[config.mk]
export PLATFORM = sky130hd
export DESIGN_NAME = cpu_top
export DESIGN_NICKNAME = d
export VERILOG_FILES = /design/src/cpu_pkg.sv /design/src/pipe_if.sv /design/src/cpu_top.sv /design/src/decode_stage.sv /design/src/execute_stage.sv /design/src/fetch_stage.sv /design/src/memory_stage.sv
export SDC_FILE = /design/constraint.sdc
export NUM_CORES = 2
export LEC_CHECK = 0
export ABC_CLOCK_PERIOD_IN_PS = 5000
export BUFFER_PORTS_ARGS = -buffer_cell sky130_fd_sc_hd__buf_4
export CAP_MARGIN = 30
export CORE_AREA = 4 4 659 661
export DETAILED_ROUTE_END_ITERATION = 7
export DIE_AREA = 0 0 663 665
export GPL_ROUTABILITY_DRIVEN = 0
export PLACE_DENSITY = 0.52
export SYNTH_ARGS = -nofsm -noshare
export SYNTH_HDL_FRONTEND = slang
export SYNTH_MEMORY_MAX_BITS = 65536
export SYNTH_SLANG_ARGS = --single-unit
[constraint.sdc]
create_clock -name clk -period 5 [get_ports clk]
set_input_delay 0.25 -clock clk [delete_from_list [all_inputs] [get_ports clk]]
set_output_delay 0.25 -clock clk [all_outputs]
set_load 0.01 [all_outputs]
[src/cpu_pkg.sv]
package cpu_pkg;

   // Data, address and instruction words are all one 16-bit word
   typedef logic [15:0] word_t;

   // Eight general registers, r0 included
   typedef logic [2:0] reg_idx_t;

   // Opcodes in bits 15..12
   typedef enum logic [3:0] {
      NOP  = 4'h0,
      ADD  = 4'h1,
      SUB  = 4'h2,
      AND  = 4'h3,
      OR   = 4'h4,
      XOR  = 4'h5,
      ADDI = 4'h6,
      LI   = 4'h7,
      LD   = 4'h8,
      ST   = 4'h9,
      BEQZ = 4'ha,
      BNEZ = 4'hb,
      J    = 4'hc,
      HALT = 4'hd
   } op_e;

   // Instruction field positions
   localparam int op_msb    = 15;
   localparam int op_lsb    = 12;
   localparam int rd_msb    = 11;
   localparam int rd_lsb    = 9;
   localparam int rs_msb    = 8;
   localparam int rs_lsb    = 6;
   localparam int rt_msb    = 5;
   localparam int rt_lsb    = 3;
   localparam int imm6_msb  = 5;
   localparam int imm9_msb  = 8;
   localparam int off12_msb = 11;

   // Bubble inserted on stall or flush
   localparam word_t nop_instr = '0;

   // Keep bits msb..0, copy bit msb upward
   function automatic word_t sign_ext(word_t raw, int msb);
      word_t res;
      for (int i = 0; i < 16; i++) begin
         res[i] = (i <= msb) ? raw[i] : raw[msb];
      end
      return res;
   endfunction

   // ALU, also used for LD/ST address generation
   function automatic word_t alu_calc(op_e op, word_t a, word_t b, word_t imm);
      word_t res;
      case (op)
         ADD:          res = a + b;
         SUB:          res = a - b;
         AND:          res = a & b;
         OR:           res = a | b;
         XOR:          res = a ^ b;
         ADDI, LD, ST: res = a + imm;
         LI:           res = imm;
         default:      res = '0;
      endcase
      return res;
   endfunction

endpackage

[src/pipe_if.sv]
`timescale 1ns/1ns

// Decode to execute pipeline register contents
interface id_ex_if
   import cpu_pkg::*;
();
   logic     valid;
   op_e      op;
   reg_idx_t rd;
   logic     rd_we;
   // Operands after forwarding
   word_t    opa;
   word_t    opb;
   word_t    imm;
   word_t    pc_inc;

   modport source (output valid, op, rd, rd_we, opa, opb, imm, pc_inc);
   modport sink   (input  valid, op, rd, rd_we, opa, opb, imm, pc_inc);
endinterface

// Execute to memory pipeline register contents
interface ex_mem_if
   import cpu_pkg::*;
();
   logic     valid;
   op_e      op;
   reg_idx_t rd;
   logic     rd_we;
   // ALU result, or address for LD/ST
   word_t    result;
   word_t    store_data;

   modport source  (output valid, op, rd, rd_we, result, store_data);
   modport sink    (input  valid, op, rd, rd_we, result, store_data);
   // Decode peeks here for forwarding
   modport monitor (input  valid, op, rd, rd_we, result);
endinterface

[src/cpu_top.sv]
`timescale 1ns/1ns

module cpu_top
   import cpu_pkg::*;
#(
   parameter int IMEM_DEPTH = 256
) (
   input  logic     clk,
   input  logic     rst_n,
   // Program load
   input  logic     imem_we,
   input  word_t    imem_addr,
   input  word_t    imem_wdata,
   // Wishbone data bus
   output logic     cyc,
   output logic     stb,
   output logic     we,
   output word_t    adr,
   output word_t    dat_w,
   input  word_t    dat_r,
   input  logic     ack,
   // Retirement trace
   output logic     wb_we,
   output reg_idx_t wb_rd,
   output word_t    wb_data,
   output logic     halted
);

   logic  if_valid;
   word_t if_instr;
   word_t if_pc_inc;
   logic  stall;
   logic  redirect;
   word_t redirect_pc;
   logic  mem_busy;

   id_ex_if  id_ex_bus ();
   ex_mem_if ex_mem_bus ();

   fetch_stage #(
      .IMEM_DEPTH (IMEM_DEPTH)
   ) fetch_stage_inst (
      .clk         (clk),
      .rst_n       (rst_n),
      .imem_we     (imem_we),
      .imem_addr   (imem_addr),
      .imem_wdata  (imem_wdata),
      .stall       (stall),
      .mem_busy    (mem_busy),
      .halted      (halted),
      .redirect    (redirect),
      .redirect_pc (redirect_pc),
      .if_valid    (if_valid),
      .if_instr    (if_instr),
      .if_pc_inc   (if_pc_inc)
   );

   decode_stage decode_stage_inst (
      .clk       (clk),
      .rst_n     (rst_n),
      .if_valid  (if_valid),
      .if_instr  (if_instr),
      .if_pc_inc (if_pc_inc),
      .redirect  (redirect),
      .mem_busy  (mem_busy),
      .wb_we     (wb_we),
      .wb_rd     (wb_rd),
      .wb_data   (wb_data),
      .ex_fwd    (ex_mem_bus),
      .id_ex     (id_ex_bus),
      .stall     (stall)
   );

   execute_stage execute_stage_inst (
      .clk         (clk),
      .rst_n       (rst_n),
      .mem_busy    (mem_busy),
      .id_ex       (id_ex_bus),
      .ex_mem      (ex_mem_bus),
      .redirect    (redirect),
      .redirect_pc (redirect_pc)
   );

   // Also performs writeback
   memory_stage memory_stage_inst (
      .clk      (clk),
      .rst_n    (rst_n),
      .dat_r    (dat_r),
      .ack      (ack),
      .ex_mem   (ex_mem_bus),
      .cyc      (cyc),
      .stb      (stb),
      .we       (we),
      .adr      (adr),
      .dat_w    (dat_w),
      .mem_busy (mem_busy),
      .wb_we    (wb_we),
      .wb_rd    (wb_rd),
      .wb_data  (wb_data),
      .halted   (halted)
   );

endmodule

[src/decode_stage.sv]
`timescale 1ns/1ns

module decode_stage
   import cpu_pkg::*;
(
   input  logic      clk,
   input  logic      rst_n,
   input  logic      if_valid,
   input  word_t     if_instr,
   input  word_t     if_pc_inc,
   input  logic      redirect,
   input  logic      mem_busy,
   // Writeback from the memory stage
   input  logic      wb_we,
   input  reg_idx_t  wb_rd,
   input  word_t     wb_data,
   ex_mem_if.monitor ex_fwd,
   id_ex_if.source   id_ex,
   output logic      stall
);

   word_t    regs [8];
   op_e      op_raw;
   op_e      op_d;
   word_t    instr_d;
   reg_idx_t rd_idx;
   reg_idx_t rs_idx;
   reg_idx_t rt_idx;
   reg_idx_t srcb_idx;
   logic     is_rtype;
   logic     uses_a;
   logic     uses_b;
   logic     writes_rd;
   logic     bubble;
   word_t    imm_d;
   word_t    ex_result;
   word_t    opa_fwd;
   word_t    opb_fwd;

   // Operand source with forwarding, youngest producer first
   function automatic word_t fwd(input reg_idx_t idx);
      // Instruction now in execute, loads excluded (they stall)
      if (id_ex.valid && id_ex.rd_we && id_ex.op != LD && id_ex.rd == idx) begin
         return ex_result;
      end
      // Memory stage, non-load result already known
      if (ex_fwd.valid && ex_fwd.rd_we && ex_fwd.op != LD && ex_fwd.rd == idx) begin
         return ex_fwd.result;
      end
      // Writeback this cycle, covers load data on ack
      if (wb_we && wb_rd == idx) begin
         return wb_data;
      end
      return regs[idx];
   endfunction

   // Raw fields
   assign op_raw = op_e'(if_instr[op_msb:op_lsb]);
   assign rd_idx = if_instr[rd_msb:rd_lsb];
   assign rs_idx = if_instr[rs_msb:rs_lsb];
   assign rt_idx = if_instr[rt_msb:rt_lsb];

   always_comb begin
      is_rtype  = op_raw inside {ADD, SUB, AND, OR, XOR};
      uses_a    = is_rtype || (op_raw inside {ADDI, LD, ST});
      // ST stores rd, branches test rd
      uses_b    = is_rtype || (op_raw inside {ST, BEQZ, BNEZ});
      writes_rd = is_rtype || (op_raw inside {ADDI, LI, LD});
      srcb_idx  = is_rtype ? rt_idx : rd_idx;
      case (op_raw)
         LI:      imm_d = sign_ext(if_instr, imm9_msb);
         J:       imm_d = sign_ext(if_instr, off12_msb);
         default: imm_d = sign_ext(if_instr, imm6_msb);
      endcase
   end

   // Same result execute will produce at the next edge
   assign ex_result = alu_calc(id_ex.op, id_ex.opa, id_ex.opb, id_ex.imm);

   // Load in execute feeding this instruction
   assign stall = if_valid && id_ex.valid && id_ex.op == LD &&
                  ((uses_a && rs_idx == id_ex.rd) || (uses_b && srcb_idx == id_ex.rd));

   assign bubble  = stall || redirect || !if_valid;
   assign instr_d = bubble ? nop_instr : if_instr;
   assign op_d    = op_e'(instr_d[op_msb:op_lsb]);

   always_comb begin
      opa_fwd = fwd(rs_idx);
      opb_fwd = fwd(srcb_idx);
   end

   // Register file
   always_ff @(posedge clk) begin
      if (wb_we) begin
         regs[wb_rd] <= wb_data;
      end
   end

   // ID/EX control
   always_ff @(posedge clk or negedge rst_n) begin
      if (!rst_n) begin
         id_ex.valid <= 1'b0;
         id_ex.op    <= NOP;
         id_ex.rd_we <= 1'b0;
      end else if (!mem_busy) begin
         id_ex.valid <= !bubble;
         id_ex.op    <= op_d;
         id_ex.rd_we <= writes_rd && !bubble;
      end
   end

   // ID/EX payload
   always_ff @(posedge clk) begin
      if (!mem_busy) begin
         id_ex.rd     <= rd_idx;
         id_ex.opa    <= opa_fwd;
         id_ex.opb    <= opb_fwd;
         id_ex.imm    <= imm_d;
         id_ex.pc_inc <= if_pc_inc;
      end
   end

endmodule

[src/execute_stage.sv]
`timescale 1ns/1ns

module execute_stage
   import cpu_pkg::*;
(
   input  logic      clk,
   input  logic      rst_n,
   input  logic      mem_busy,
   id_ex_if.sink     id_ex,
   ex_mem_if.source  ex_mem,
   output logic      redirect,
   output word_t     redirect_pc
);

   logic  taken;
   word_t alu_out;

   // Branch condition on rd value, carried in opb
   always_comb begin
      case (id_ex.op)
         BEQZ:    taken = (id_ex.opb == '0);
         BNEZ:    taken = (id_ex.opb != '0);
         J:       taken = 1'b1;
         default: taken = 1'b0;
      endcase
   end

   assign redirect = id_ex.valid && taken;

   // Target relative to PC + 1, imm already sized by decode
   assign redirect_pc = id_ex.pc_inc + id_ex.imm;

   assign alu_out = alu_calc(id_ex.op, id_ex.opa, id_ex.opb, id_ex.imm);

   // EX/MEM control
   always_ff @(posedge clk or negedge rst_n) begin
      if (!rst_n) begin
         ex_mem.valid <= 1'b0;
         ex_mem.op    <= NOP;
         ex_mem.rd_we <= 1'b0;
      end else if (!mem_busy) begin
         // Taken branch or jump goes on as a bubble
         ex_mem.valid <= id_ex.valid && !redirect;
         ex_mem.op    <= redirect ? NOP : id_ex.op;
         ex_mem.rd_we <= id_ex.rd_we && !redirect;
      end
   end

   // EX/MEM payload
   always_ff @(posedge clk) begin
      if (!mem_busy) begin
         ex_mem.rd         <= id_ex.rd;
         ex_mem.result     <= alu_out;
         // Value of rd for ST
         ex_mem.store_data <= id_ex.opb;
      end
   end

endmodule

[src/fetch_stage.sv]
`timescale 1ns/1ns

module fetch_stage
   import cpu_pkg::*;
#(
   parameter int IMEM_DEPTH = 256
) (
   input  logic  clk,
   input  logic  rst_n,
   // Program load port, used while in reset
   input  logic  imem_we,
   input  word_t imem_addr,
   input  word_t imem_wdata,
   input  logic  stall,
   input  logic  mem_busy,
   input  logic  halted,
   input  logic  redirect,
   input  word_t redirect_pc,
   output logic  if_valid,
   output word_t if_instr,
   output word_t if_pc_inc
);

   localparam int aw = $clog2(IMEM_DEPTH);

   word_t imem [IMEM_DEPTH];
   word_t pc;
   word_t pc_seq;
   logic  advance;

   assign pc_seq = pc + 16'd1;

   // Whole front end freezes on bus wait or after halt
   assign advance = !mem_busy && !halted;

   // Instruction memory write port
   always_ff @(posedge clk) begin
      if (imem_we) begin
         imem[imem_addr[aw-1:0]] <= imem_wdata;
      end
   end

   // PC and IF/ID valid
   always_ff @(posedge clk or negedge rst_n) begin
      if (!rst_n) begin
         pc       <= '0;
         if_valid <= 1'b0;
      end else if (advance) begin
         if (redirect) begin
            // Squash the instruction being fetched
            pc       <= redirect_pc;
            if_valid <= 1'b0;
         end else if (!stall) begin
            pc       <= pc_seq;
            if_valid <= 1'b1;
         end
      end
   end

   // IF/ID payload, held on load-use stall
   always_ff @(posedge clk) begin
      if (advance && !redirect && !stall) begin
         if_instr  <= imem[pc[aw-1:0]];
         if_pc_inc <= pc_seq;
      end
   end

endmodule

[src/memory_stage.sv]
`timescale 1ns/1ns

module memory_stage
   import cpu_pkg::*;
(
   input  logic     clk,
   input  logic     rst_n,
   // Wishbone classic master
   input  word_t    dat_r,
   input  logic     ack,
   ex_mem_if.sink   ex_mem,
   output logic     cyc,
   output logic     stb,
   output logic     we,
   output word_t    adr,
   output word_t    dat_w,
   output logic     mem_busy,
   // Writeback and trace
   output logic     wb_we,
   output reg_idx_t wb_rd,
   output word_t    wb_data,
   output logic     halted
);

   logic is_mem;
   logic is_ld;
   logic bus_done;
   logic halt_q;

   assign is_mem   = ex_mem.valid && (ex_mem.op inside {LD, ST});
   assign is_ld    = ex_mem.op == LD;
   assign bus_done = cyc && ack;

   // High from the cycle HALT arrives, sticky until reset
   assign halted = halt_q || (ex_mem.valid && ex_mem.op == HALT);

   // Holds every pipeline register until ack
   assign mem_busy = is_mem && !halted && !bus_done;

   always_ff @(posedge clk or negedge rst_n) begin
      if (!rst_n) begin
         halt_q <= 1'b0;
      end else begin
         halt_q <= halted;
      end
   end

   // Cycle opens one clock after the op arrives, closes after ack
   always_ff @(posedge clk or negedge rst_n) begin
      if (!rst_n) begin
         cyc <= 1'b0;
      end else if (bus_done) begin
         cyc <= 1'b0;
      end else if (is_mem && !halted) begin
         cyc <= 1'b1;
      end
   end

   // Address and data stay put, EX/MEM is frozen while busy
   assign stb   = cyc;
   assign we    = ex_mem.op == ST;
   assign adr   = ex_mem.result;
   assign dat_w = ex_mem.store_data;

   // Load data written back in the ack cycle
   assign wb_we   = ex_mem.valid && ex_mem.rd_we && !halted && (!is_ld || bus_done);
   assign wb_rd   = ex_mem.rd;
   assign wb_data = is_ld ? dat_r : ex_mem.result;

endmodule

Word level (Yosys, flattened, before mapping). Memory sizes are Yosys's and may differ from the RTL's. A register that Yosys moved wholly into a read port is not among the register bits. Index checks and enable logic that the tools add are counted.

Register bits: 149. RAM bits: 4224. Bits of input ports: 52. Logic and storage cells: 161. Memories: 2.

Memory list: fetch_stage_inst.imem (depth 256, width 16, rd ports 1, clocked after memory_dff 1, wr ports 1, line fetch_stage.sv:26) `word_t imem [IMEM_DEPTH];`; decode_stage_inst.regs (depth 8, width 16, rd ports 2, clocked after memory_dff 0, wr ports 1, line decode_stage.sv:22) `word_t regs [8];`.

Add/sub/neg operators: 5. Equality and inequality tests: 36. Mux-type cells: 41. Bitwise operators: 3. Reduce and logical (&&, ||, !) cells: 55.

Operators with widths (count): two-way mux 16 bit (16); one-hot mux 16 bit (7 select lines) (1); equality test 4 bit, second input constant (13); adder 16 bit (3); equality test 4 x 3 -> 1 bit, second input constant (8); one-hot mux 16 bit (2 select lines) (1); logical AND 1 bit (29); two-way mux 1 bit (20); equality test 3 bit (6); adder 16 x 1 -> 16 bit, second input constant (1); bitwise AND 16 bit (1); equality test 4 x 2 -> 1 bit, second input constant (4); zero test 16 bit (1); bitwise OR 16 bit (1); nonzero test 16 bit (1); subtractor 16 bit (1); bitwise XOR 16 bit (1); nonzero test 3 bit (3); equality test 4 x 1 -> 1 bit, second input constant (2); zero test 1 bit (8); logical OR 1 bit (8); != test 4 bit, second input constant (2); nonzero test 5 bit (1); two-way mux 4 bit (1); other kinds (6) (7).

Logic depth before layout (Yosys ltp).
Depth in word-level cells: 13. Mapped depth: 18.

Hierarchy. Synthesis repeated with hierarchy kept, for this count alone.

Cell total of the unflattened synthesis: 9150. Area total of the unflattened synthesis: 176974.7 um^2.

By module, submodules not included: fetch_stage (instances 1, cells each 7633, area an instance 160363.8 um^2); decode_stage (instances 1, cells each 977, area an instance 11852.6 um^2); execute_stage (instances 1, cells each 471, area an instance 4135.2 um^2); memory_stage (instances 1, cells each 69, area an instance 623.1 um^2).

Worst setup path after synthesis. Ideal clock, no wire load.

Path type: register to register. From: register decode_stage_inst.id_ex.op[0]. To: register decode_stage_inst.id_ex.opb[15] (data pin). Setup time: 271 ps. Data arrival time: 3792 ps. Data required time: 4729 ps. Slack: 938 ps. Cell stages (with the launch flop): 17. Buffers on the path: 3. Period minus slack after synthesis: 4062 ps. Cell sequence: dfrtp_1 clkbuf_1 nor4b_1 clkbuf_1 or3_1 clkbuf_1 nand2_1 a221o_1 ha_1 and3_1 a221o_1 a31oi_1 nor3_1 a21oi_1 xnor2_1 a221oi_1 o22ai_1.

Cells in the longest elaborated chain, start to end: 9. Elaborated cells between the ends (all ways): 21. Those cells by class: eq/ne (10); mux (8); reduce/logical (3).

RTL lines: start: declaration (line pipe_if.sv:17) `modport source (output valid, op, rd, rd_we, opa, opb, imm, pc_inc);`; start signal: assignment (line decode_stage.sv:108) `id_ex.op <= op_d;`; equality test 4 x 3 -> 1 bit or equality test 4 bit (tied branches) (line cpu_pkg.sv:55) `case (op)`; OR reduction 3 bit (line cpu_pkg.sv:55); one-hot mux 16 bit (7 select lines) (line cpu_pkg.sv:55); two-way mux 16 bit (line decode_stage.sv:43) `if (id_ex.valid && id_ex.rd_we && id_ex.op != LD && id_ex.rd == idx) begin`; two-way mux 16 bit (line decode_stage.sv:47) `if (ex_fwd.valid && ex_fwd.rd_we && ex_fwd.op != LD && ex_fwd.rd == idx) begin`; two-way mux 16 bit (line decode_stage.sv:51) `if (wb_we && wb_rd == idx) begin`; two-way mux 16 bit (line decode_stage.sv:54) `return regs[idx];`; two-way mux 16 bit (line decode_stage.sv:51); two-way mux 16 bit * (line decode_stage.sv:47); named net decode_stage_inst.opb_fwd[15] (line decode_stage.sv:38) `word_t opb_fwd;`; end signal: assignment (line decode_stage.sv:118) `id_ex.opb <= opb_fwd;`; end: declaration (line pipe_if.sv:17).

Mark *: on every way through the listed nets, which the timed path passes. The rest lies on a longest branch. The select of a mux whose other input is x is not followed. A chain may end at the register's enable or synchronous reset.

Worst setup path in the final report.
From: register decode_stage_inst.id_ex.opb[0]. To: register decode_stage_inst.id_ex.opb[15] (data pin).

Cells in the longest elaborated chain, start to end: 8. Elaborated cells between the ends (all ways): 9. Those cells by class: add/sub (2); mux (7).

RTL lines (line): subtractor 16 bit or adder 16 bit (tied branches) (cpu_pkg.sv:57, cpu_pkg.sv:56); one-hot mux 16 bit (7 select lines) * (cpu_pkg.sv:55); two-way mux 16 bit * (decode_stage.sv:43); two-way mux 16 bit (decode_stage.sv:47); two-way mux 16 bit (decode_stage.sv:51); two-way mux 16 bit (decode_stage.sv:54); two-way mux 16 bit (decode_stage.sv:51); two-way mux 16 bit * (decode_stage.sv:47); named net decode_stage_inst.opb_fwd[15] (decode_stage.sv:38).

Marked as above.

==> results <==
- The switching power total is roughly 40 mW.
- The clock network accounts for around 29% of the total power.
- The count of antenna-violating nets left after detailed routing is 0.
- The kind of critical path is flop to flop.
- The share of total power dissipated in sequential elements is a little under two fifths.
- The cell area after synthesis is approximately 170000 um2.
- The core region is 429100 um2.
- The number of nets in the layout is roughly 9200.
- In the routed layout, each cell is associated on average with a via count of 5.996.
- On the final layout, the worst clock skew is about 0.092 ns.
- Setup violations remaining at the end of the flow were counted as 0.
- The dominant synthesized flop cell is sky130_fd_sc_hd__edfxtp_1.
- The routed wire length is approximately 540000 um.
- In this run the horizontal extent of the chip is roughly 660 um.
- The first global-routing pass estimated about 740000 um of wire.
- The reported max-cap violation count is 0.
- Post-CTS repair changed the size of 0 cells.
- The sequential fraction of the synthesis area is about 77%.
- The maximum number of pins on one net before global-route repair is 180.
- Relative to the synthesized area, the layout overhead comes to 16.23%.
- Setup repair after global routing left no endpoint under its margin.
- The data arrival time of the critical path is about 5.3 ns.
- The root buffer cell chosen for the clock tree is sky130_fd_sc_hd__clkbuf_16.
- The flow ran to the end, and the final reports show no timing, DRC or antenna violations.
- STA classifies the critical path endpoint as a flop.
- The mean area per synthesized cell is 20.58 um2.
- The worst pin sits at a relative slew slack of between 10% and 20%.
- For the pin with the worst max-slew slack, the measured transition is 1.332 ns.
- The longest clock path from root to sink contains 4 buffers.
- The depth of the worst hold-timing path is 1.
- Summed over all layers, the global routing overflow is 0.
- The async set-or-reset flop fraction in the synthesized netlist is 0.5274%.
- For this block, the via count after detailed routing is just over 90000.
- The cell count after placement is 14290.
- TritonCTS created between 400 and 500 clock buffers.
- The clock latency at the later pin of the worst-skew pair is about 1.0 ns.
- The number of H-tree levels is 5.
- The minimum clock period is approximately 4.6 ns.
- During placement, the flow inserted port buffers numbering 99.
- For this run, the number of Yosys warnings is 0.
- The die is approximately 670 um tall.
- The number of global-route vias before repair is 90280.
- The number of detailed-routing iterations run before antenna repair is 6.
- The post-route standard cell area excluding fillers is 198600 um2.
- The final instance count without filler cells is around 15000.
- The total half-perimeter wirelength after legalization and detailed placement is roughly 330000 um.
- After the first detailed-routing iteration, the DRC count stood at about 13000.
- Of the total power, the share spent switching nets is 34.79%.
- The power per cell area is just under 600 nW/um2.
- Measured on the finished design, the core utilization comes to a little under half.
- At the worst endpoint, the required time is roughly 5.7 ns.
- The worst hold-check path type is input port to flop.
- The clock slew at the register clock pins of the worst setup and hold paths is ~0.060 ns.
- The part of the total power dissipated in combinational logic is approximately a third.
- The initial standard-cell utilization of the core is between 30% and 40%.
- Across every metal layer, demand over resource in global routing totals approximately a quarter.
- The number of different library cells in the post-synthesis netlist is 76.
- The number of nets in the synthesized netlist is ~8400.
- Clock tree synthesis found a total of 4361 sinks.
- In this run, post-CTS hold repair placed 44 buffers.
- Row generation in the floorplan step produced 241 rows.
- The design internal power is approximately 75 mW.
- In this run the cell area measured after placement is 183600 um2.
- Yosys mapped a number of flops with a built-in enable equal to between 4000 and 5000.
- Derived from the worst setup path, the maximum achievable clock frequency is around 220 MHz.
- Adding up every negative setup slack in the final design gives 0 ns.
- The area share of the largest cell type after synthesis is between 70% and 80%.
- By area the synthesized netlist is led by sky130_fd_sc_hd__edfxtp_1 (76%), sky130_fd_sc_hd__mux4_2 (13%), sky130_fd_sc_hd__mux2i_1 (2.1%).
- Overall power consumption after layout is estimated at about 120 mW.
- Summed over all cells, the static leakage comes to ~63 nW.
- The floorplan step defined a die boundary enclosing between 400000 and 500000 um2.
- In the final routed layout, each cell accounts on average for between 30 and 40 um.
- The number of slew-limit violations in the final report is 0.
- The number of antenna violations at the first check in global routing is 50.
- Summed over all instances, the cell type with the most area after synthesis is sky130_fd_sc_hd__edfxtp_1.
- The largest driver fanout on the critical path is 6.
- The synthesized design contains ~4400 register bits.
- The cell count of the worst reg-to-reg path is 17.
- The post-CTS setup buffer count is 0.
- The launching element type of the critical path is a flop.
- The fraction of layout instances using a drive strength above 1 is between 20 and 30%.
- The TritonCTS clock tree is yes.
- The count of unresolved DRC violations after routing is 0.
- The worst path uses 92.68% of the clock period.
- Pin placement for this block handled ~110 I/O pins.
- The number of failing hold endpoints at the final stage is 0.
- The gate count of the mapped netlist is approximately 8300.
- The worst voltage drop across the vdd grid is between 0.0005 and 0.0006 V.
final cells by class:
cell class / instances / area, um2
clock buffers: 573 / 11910
flip-flops and latches: 4361 / 130900
diodes: 10 / 25.02
fillers: 35750 / 230500
well taps: 5710 / 7144
inverters: 77 / 299.0
repair buffers: 824 / 7645
multi-input cells: 3368 / 38200
clock inverters: 265 / 2507
per-layer routing:
layer / vias up / track usage, % / routed length (um)
met5: - / 0 / 87
met4: 14 / 8.197 / 20490
met3: 830 / 3.825 / 44510
met2: 4324 / 37.33 / 249300
met1: 49460 / 34.42 / 223400
li1: 36440 / - / -
power by group through the flow:
stage	Sequential (mW)	Combinational, mW	Clock [mW]
after CTS	42.9	39.4	33.6
after floorplan	42.7	21.8	0
after global routing	42.9	40.9	35.1
after global placement	43.6	38.9	0
final	42.9	39.3	33.1
after detailed placement	43.6	39.2	0
cell usage in the layout (no fill, tap or decap), types with 15 or more instances in the layout:
cell                            instances
sky130_fd_sc_hd__nand3_1               86
sky130_fd_sc_hd__xnor2_1               27
sky130_fd_sc_hd__dlygate4sd3_1         43
sky130_fd_sc_hd__buf_4                662
sky130_fd_sc_hd__clkinv_1             111
sky130_fd_sc_hd__clkinv_2              81
sky130_fd_sc_hd__o221ai_1              38
sky130_fd_sc_hd__nand2_1              274
sky130_fd_sc_hd__a211oi_1              40
sky130_fd_sc_hd__nor2b_1               22
sky130_fd_sc_hd__clkbuf_1             114
sky130_fd_sc_hd__a21oi_1              179
sky130_fd_sc_hd__o21ai_0              116
sky130_fd_sc_hd__mux4_2               951
sky130_fd_sc_hd__nor3_1                46
sky130_fd_sc_hd__ha_1                  59
sky130_fd_sc_hd__mux2_2                21
sky130_fd_sc_hd__edfxtp_1            4338
sky130_fd_sc_hd__buf_8                 27
sky130_fd_sc_hd__o211ai_1              21
sky130_fd_sc_hd__clkbuf_16            459
sky130_fd_sc_hd__bufinv_16             35
sky130_fd_sc_hd__a221oi_1              98
sky130_fd_sc_hd__mux2i_1              365
sky130_fd_sc_hd__a221o_1               18
sky130_fd_sc_hd__inv_1                 71
sky130_fd_sc_hd__a31oi_1               39
sky130_fd_sc_hd__buf_12                81
sky130_fd_sc_hd__nor2_2               150
sky130_fd_sc_hd__nand4_1               21
sky130_fd_sc_hd__nor2_1               208
sky130_fd_sc_hd__a22oi_1              208
sky130_fd_sc_hd__dfrtp_1               15
sky130_fd_sc_hd__o22ai_1               69
sky130_fd_sc_hd__a32o_1                34
sky130_fd_sc_hd__a22o_1                43
worst max-delay path: stages, from the launching register on:
cell                       delay, ns
sky130_fd_sc_hd__edfxtp_1       0.47
sky130_fd_sc_hd__inv_1          0.15
sky130_fd_sc_hd__ha_1           0.20
sky130_fd_sc_hd__or3b_1         0.45
sky130_fd_sc_hd__or2_2          0.37
sky130_fd_sc_hd__or4_1          0.43
sky130_fd_sc_hd__a222oi_1       0.30
sky130_fd_sc_hd__inv_1          0.08
sky130_fd_sc_hd__ha_1           0.34
sky130_fd_sc_hd__a21oi_1        0.24
sky130_fd_sc_hd__nor2_1         0.06
sky130_fd_sc_hd__o21ai_0        0.15
sky130_fd_sc_hd__o211ai_1       0.13
sky130_fd_sc_hd__a21oi_1        0.22
sky130_fd_sc_hd__xnor2_1        0.11
sky130_fd_sc_hd__a221oi_1       0.31
sky130_fd_sc_hd__buf_4          0.19
sky130_fd_sc_hd__o22ai_1        0.08
path summary, 6_finish.rpt:
path,start,end,slack (ns)
worst max-delay path,decode_stage_inst.id_ex.opb[0]$_DFFE_PN_,decode_stage_inst.id_ex.opb[15]$_DFFE_PN_,0.37
worst min-delay path,imem_wdata[15],fetch_stage_inst.imem[146][15]$_DFFE_PP_,0.07
worst max register to register,decode_stage_inst.id_ex.opb[0]$_DFFE_PN_,decode_stage_inst.id_ex.opb[15]$_DFFE_PN_,0.37
worst min register to register,fetch_stage_inst.if_pc_inc[4]$_DFFE_PP_,decode_stage_inst.id_ex.pc_inc[4]$_DFFE_PN_,0.42
max in group asynchronous,rst_n,fetch_stage_inst.pc[1]$_DFFE_PN0P_,4.50
min in group asynchronous,rst_n,fetch_stage_inst.pc[3]$_DFFE_PN0P_,0.27
per-stage QoR:
| stage | setup slack, ns | hold WS, ns |
|---|---|---|
| after floorplan | 0.9375 | -0.04559 |
| after global placement | 0.2413 | 0.1798 |
| after detailed placement | 0.4246 | 0.1903 |
| after CTS | 0.3966 | 0.02451 |
| after global routing | 0.006290 | 0.07128 |
| final | 0.3659 | 0.06741 |
logic make-up after synthesis:
group | after synthesis | share of synthesized area, %
simple gates | 929 | 2.384
xor+xnor | 36 | 0.1845
compound gates | 1005 | 4.169
fa+ha+maj | 61 | 0.4555
buf+inv | 572 | 1.423
mux | 1337 | 14.81
flops | 4361 | 76.57
synth_stat cells, types with 18 or more instances:
cell                          n
sky130_fd_sc_hd__o21ai_0    116
sky130_fd_sc_hd__nand4_1     21
sky130_fd_sc_hd__buf_1       56
sky130_fd_sc_hd__nand2_1    282
sky130_fd_sc_hd__a32o_1      34
sky130_fd_sc_hd__nor2_1     362
sky130_fd_sc_hd__a22o_1      43
sky130_fd_sc_hd__mux2_2      21
sky130_fd_sc_hd__o22ai_1     69
sky130_fd_sc_hd__o211ai_1    21
sky130_fd_sc_hd__a221o_1     18
sky130_fd_sc_hd__edfxtp_1  4338
sky130_fd_sc_hd__o221ai_1    38
sky130_fd_sc_hd__ha_1        59
sky130_fd_sc_hd__dfrtp_1     23
sky130_fd_sc_hd__nor2b_1     28
sky130_fd_sc_hd__nand3_1     95
sky130_fd_sc_hd__a221oi_1    98
sky130_fd_sc_hd__buf_4       34
sky130_fd_sc_hd__mux2i_1    365
sky130_fd_sc_hd__clkbuf_1   295
sky130_fd_sc_hd__a21oi_1    179
sky130_fd_sc_hd__inv_1       72
sky130_fd_sc_hd__a22oi_1    208
sky130_fd_sc_hd__a31oi_1     39
sky130_fd_sc_hd__xnor2_1     27
sky130_fd_sc_hd__mux4_2     951
sky130_fd_sc_hd__buf_2      107
sky130_fd_sc_hd__a211oi_1    40
sky130_fd_sc_hd__nor3_1      50
sequential cells by signal (all words and copies together) (netlist names), 12 cells and up:
signal and count:
decode_stage_inst.regs 128, decode_stage_inst.id_ex.imm 12, execute_stage_inst.ex_mem.result 16, execute_stage_inst.ex_mem.store_data 16
fetch_stage_inst.if_instr 16, fetch_stage_inst.imem 4096, decode_stage_inst.id_ex.opb 16, decode_stage_inst.id_ex.opa 16
Power figures use the tool's default switching activity.
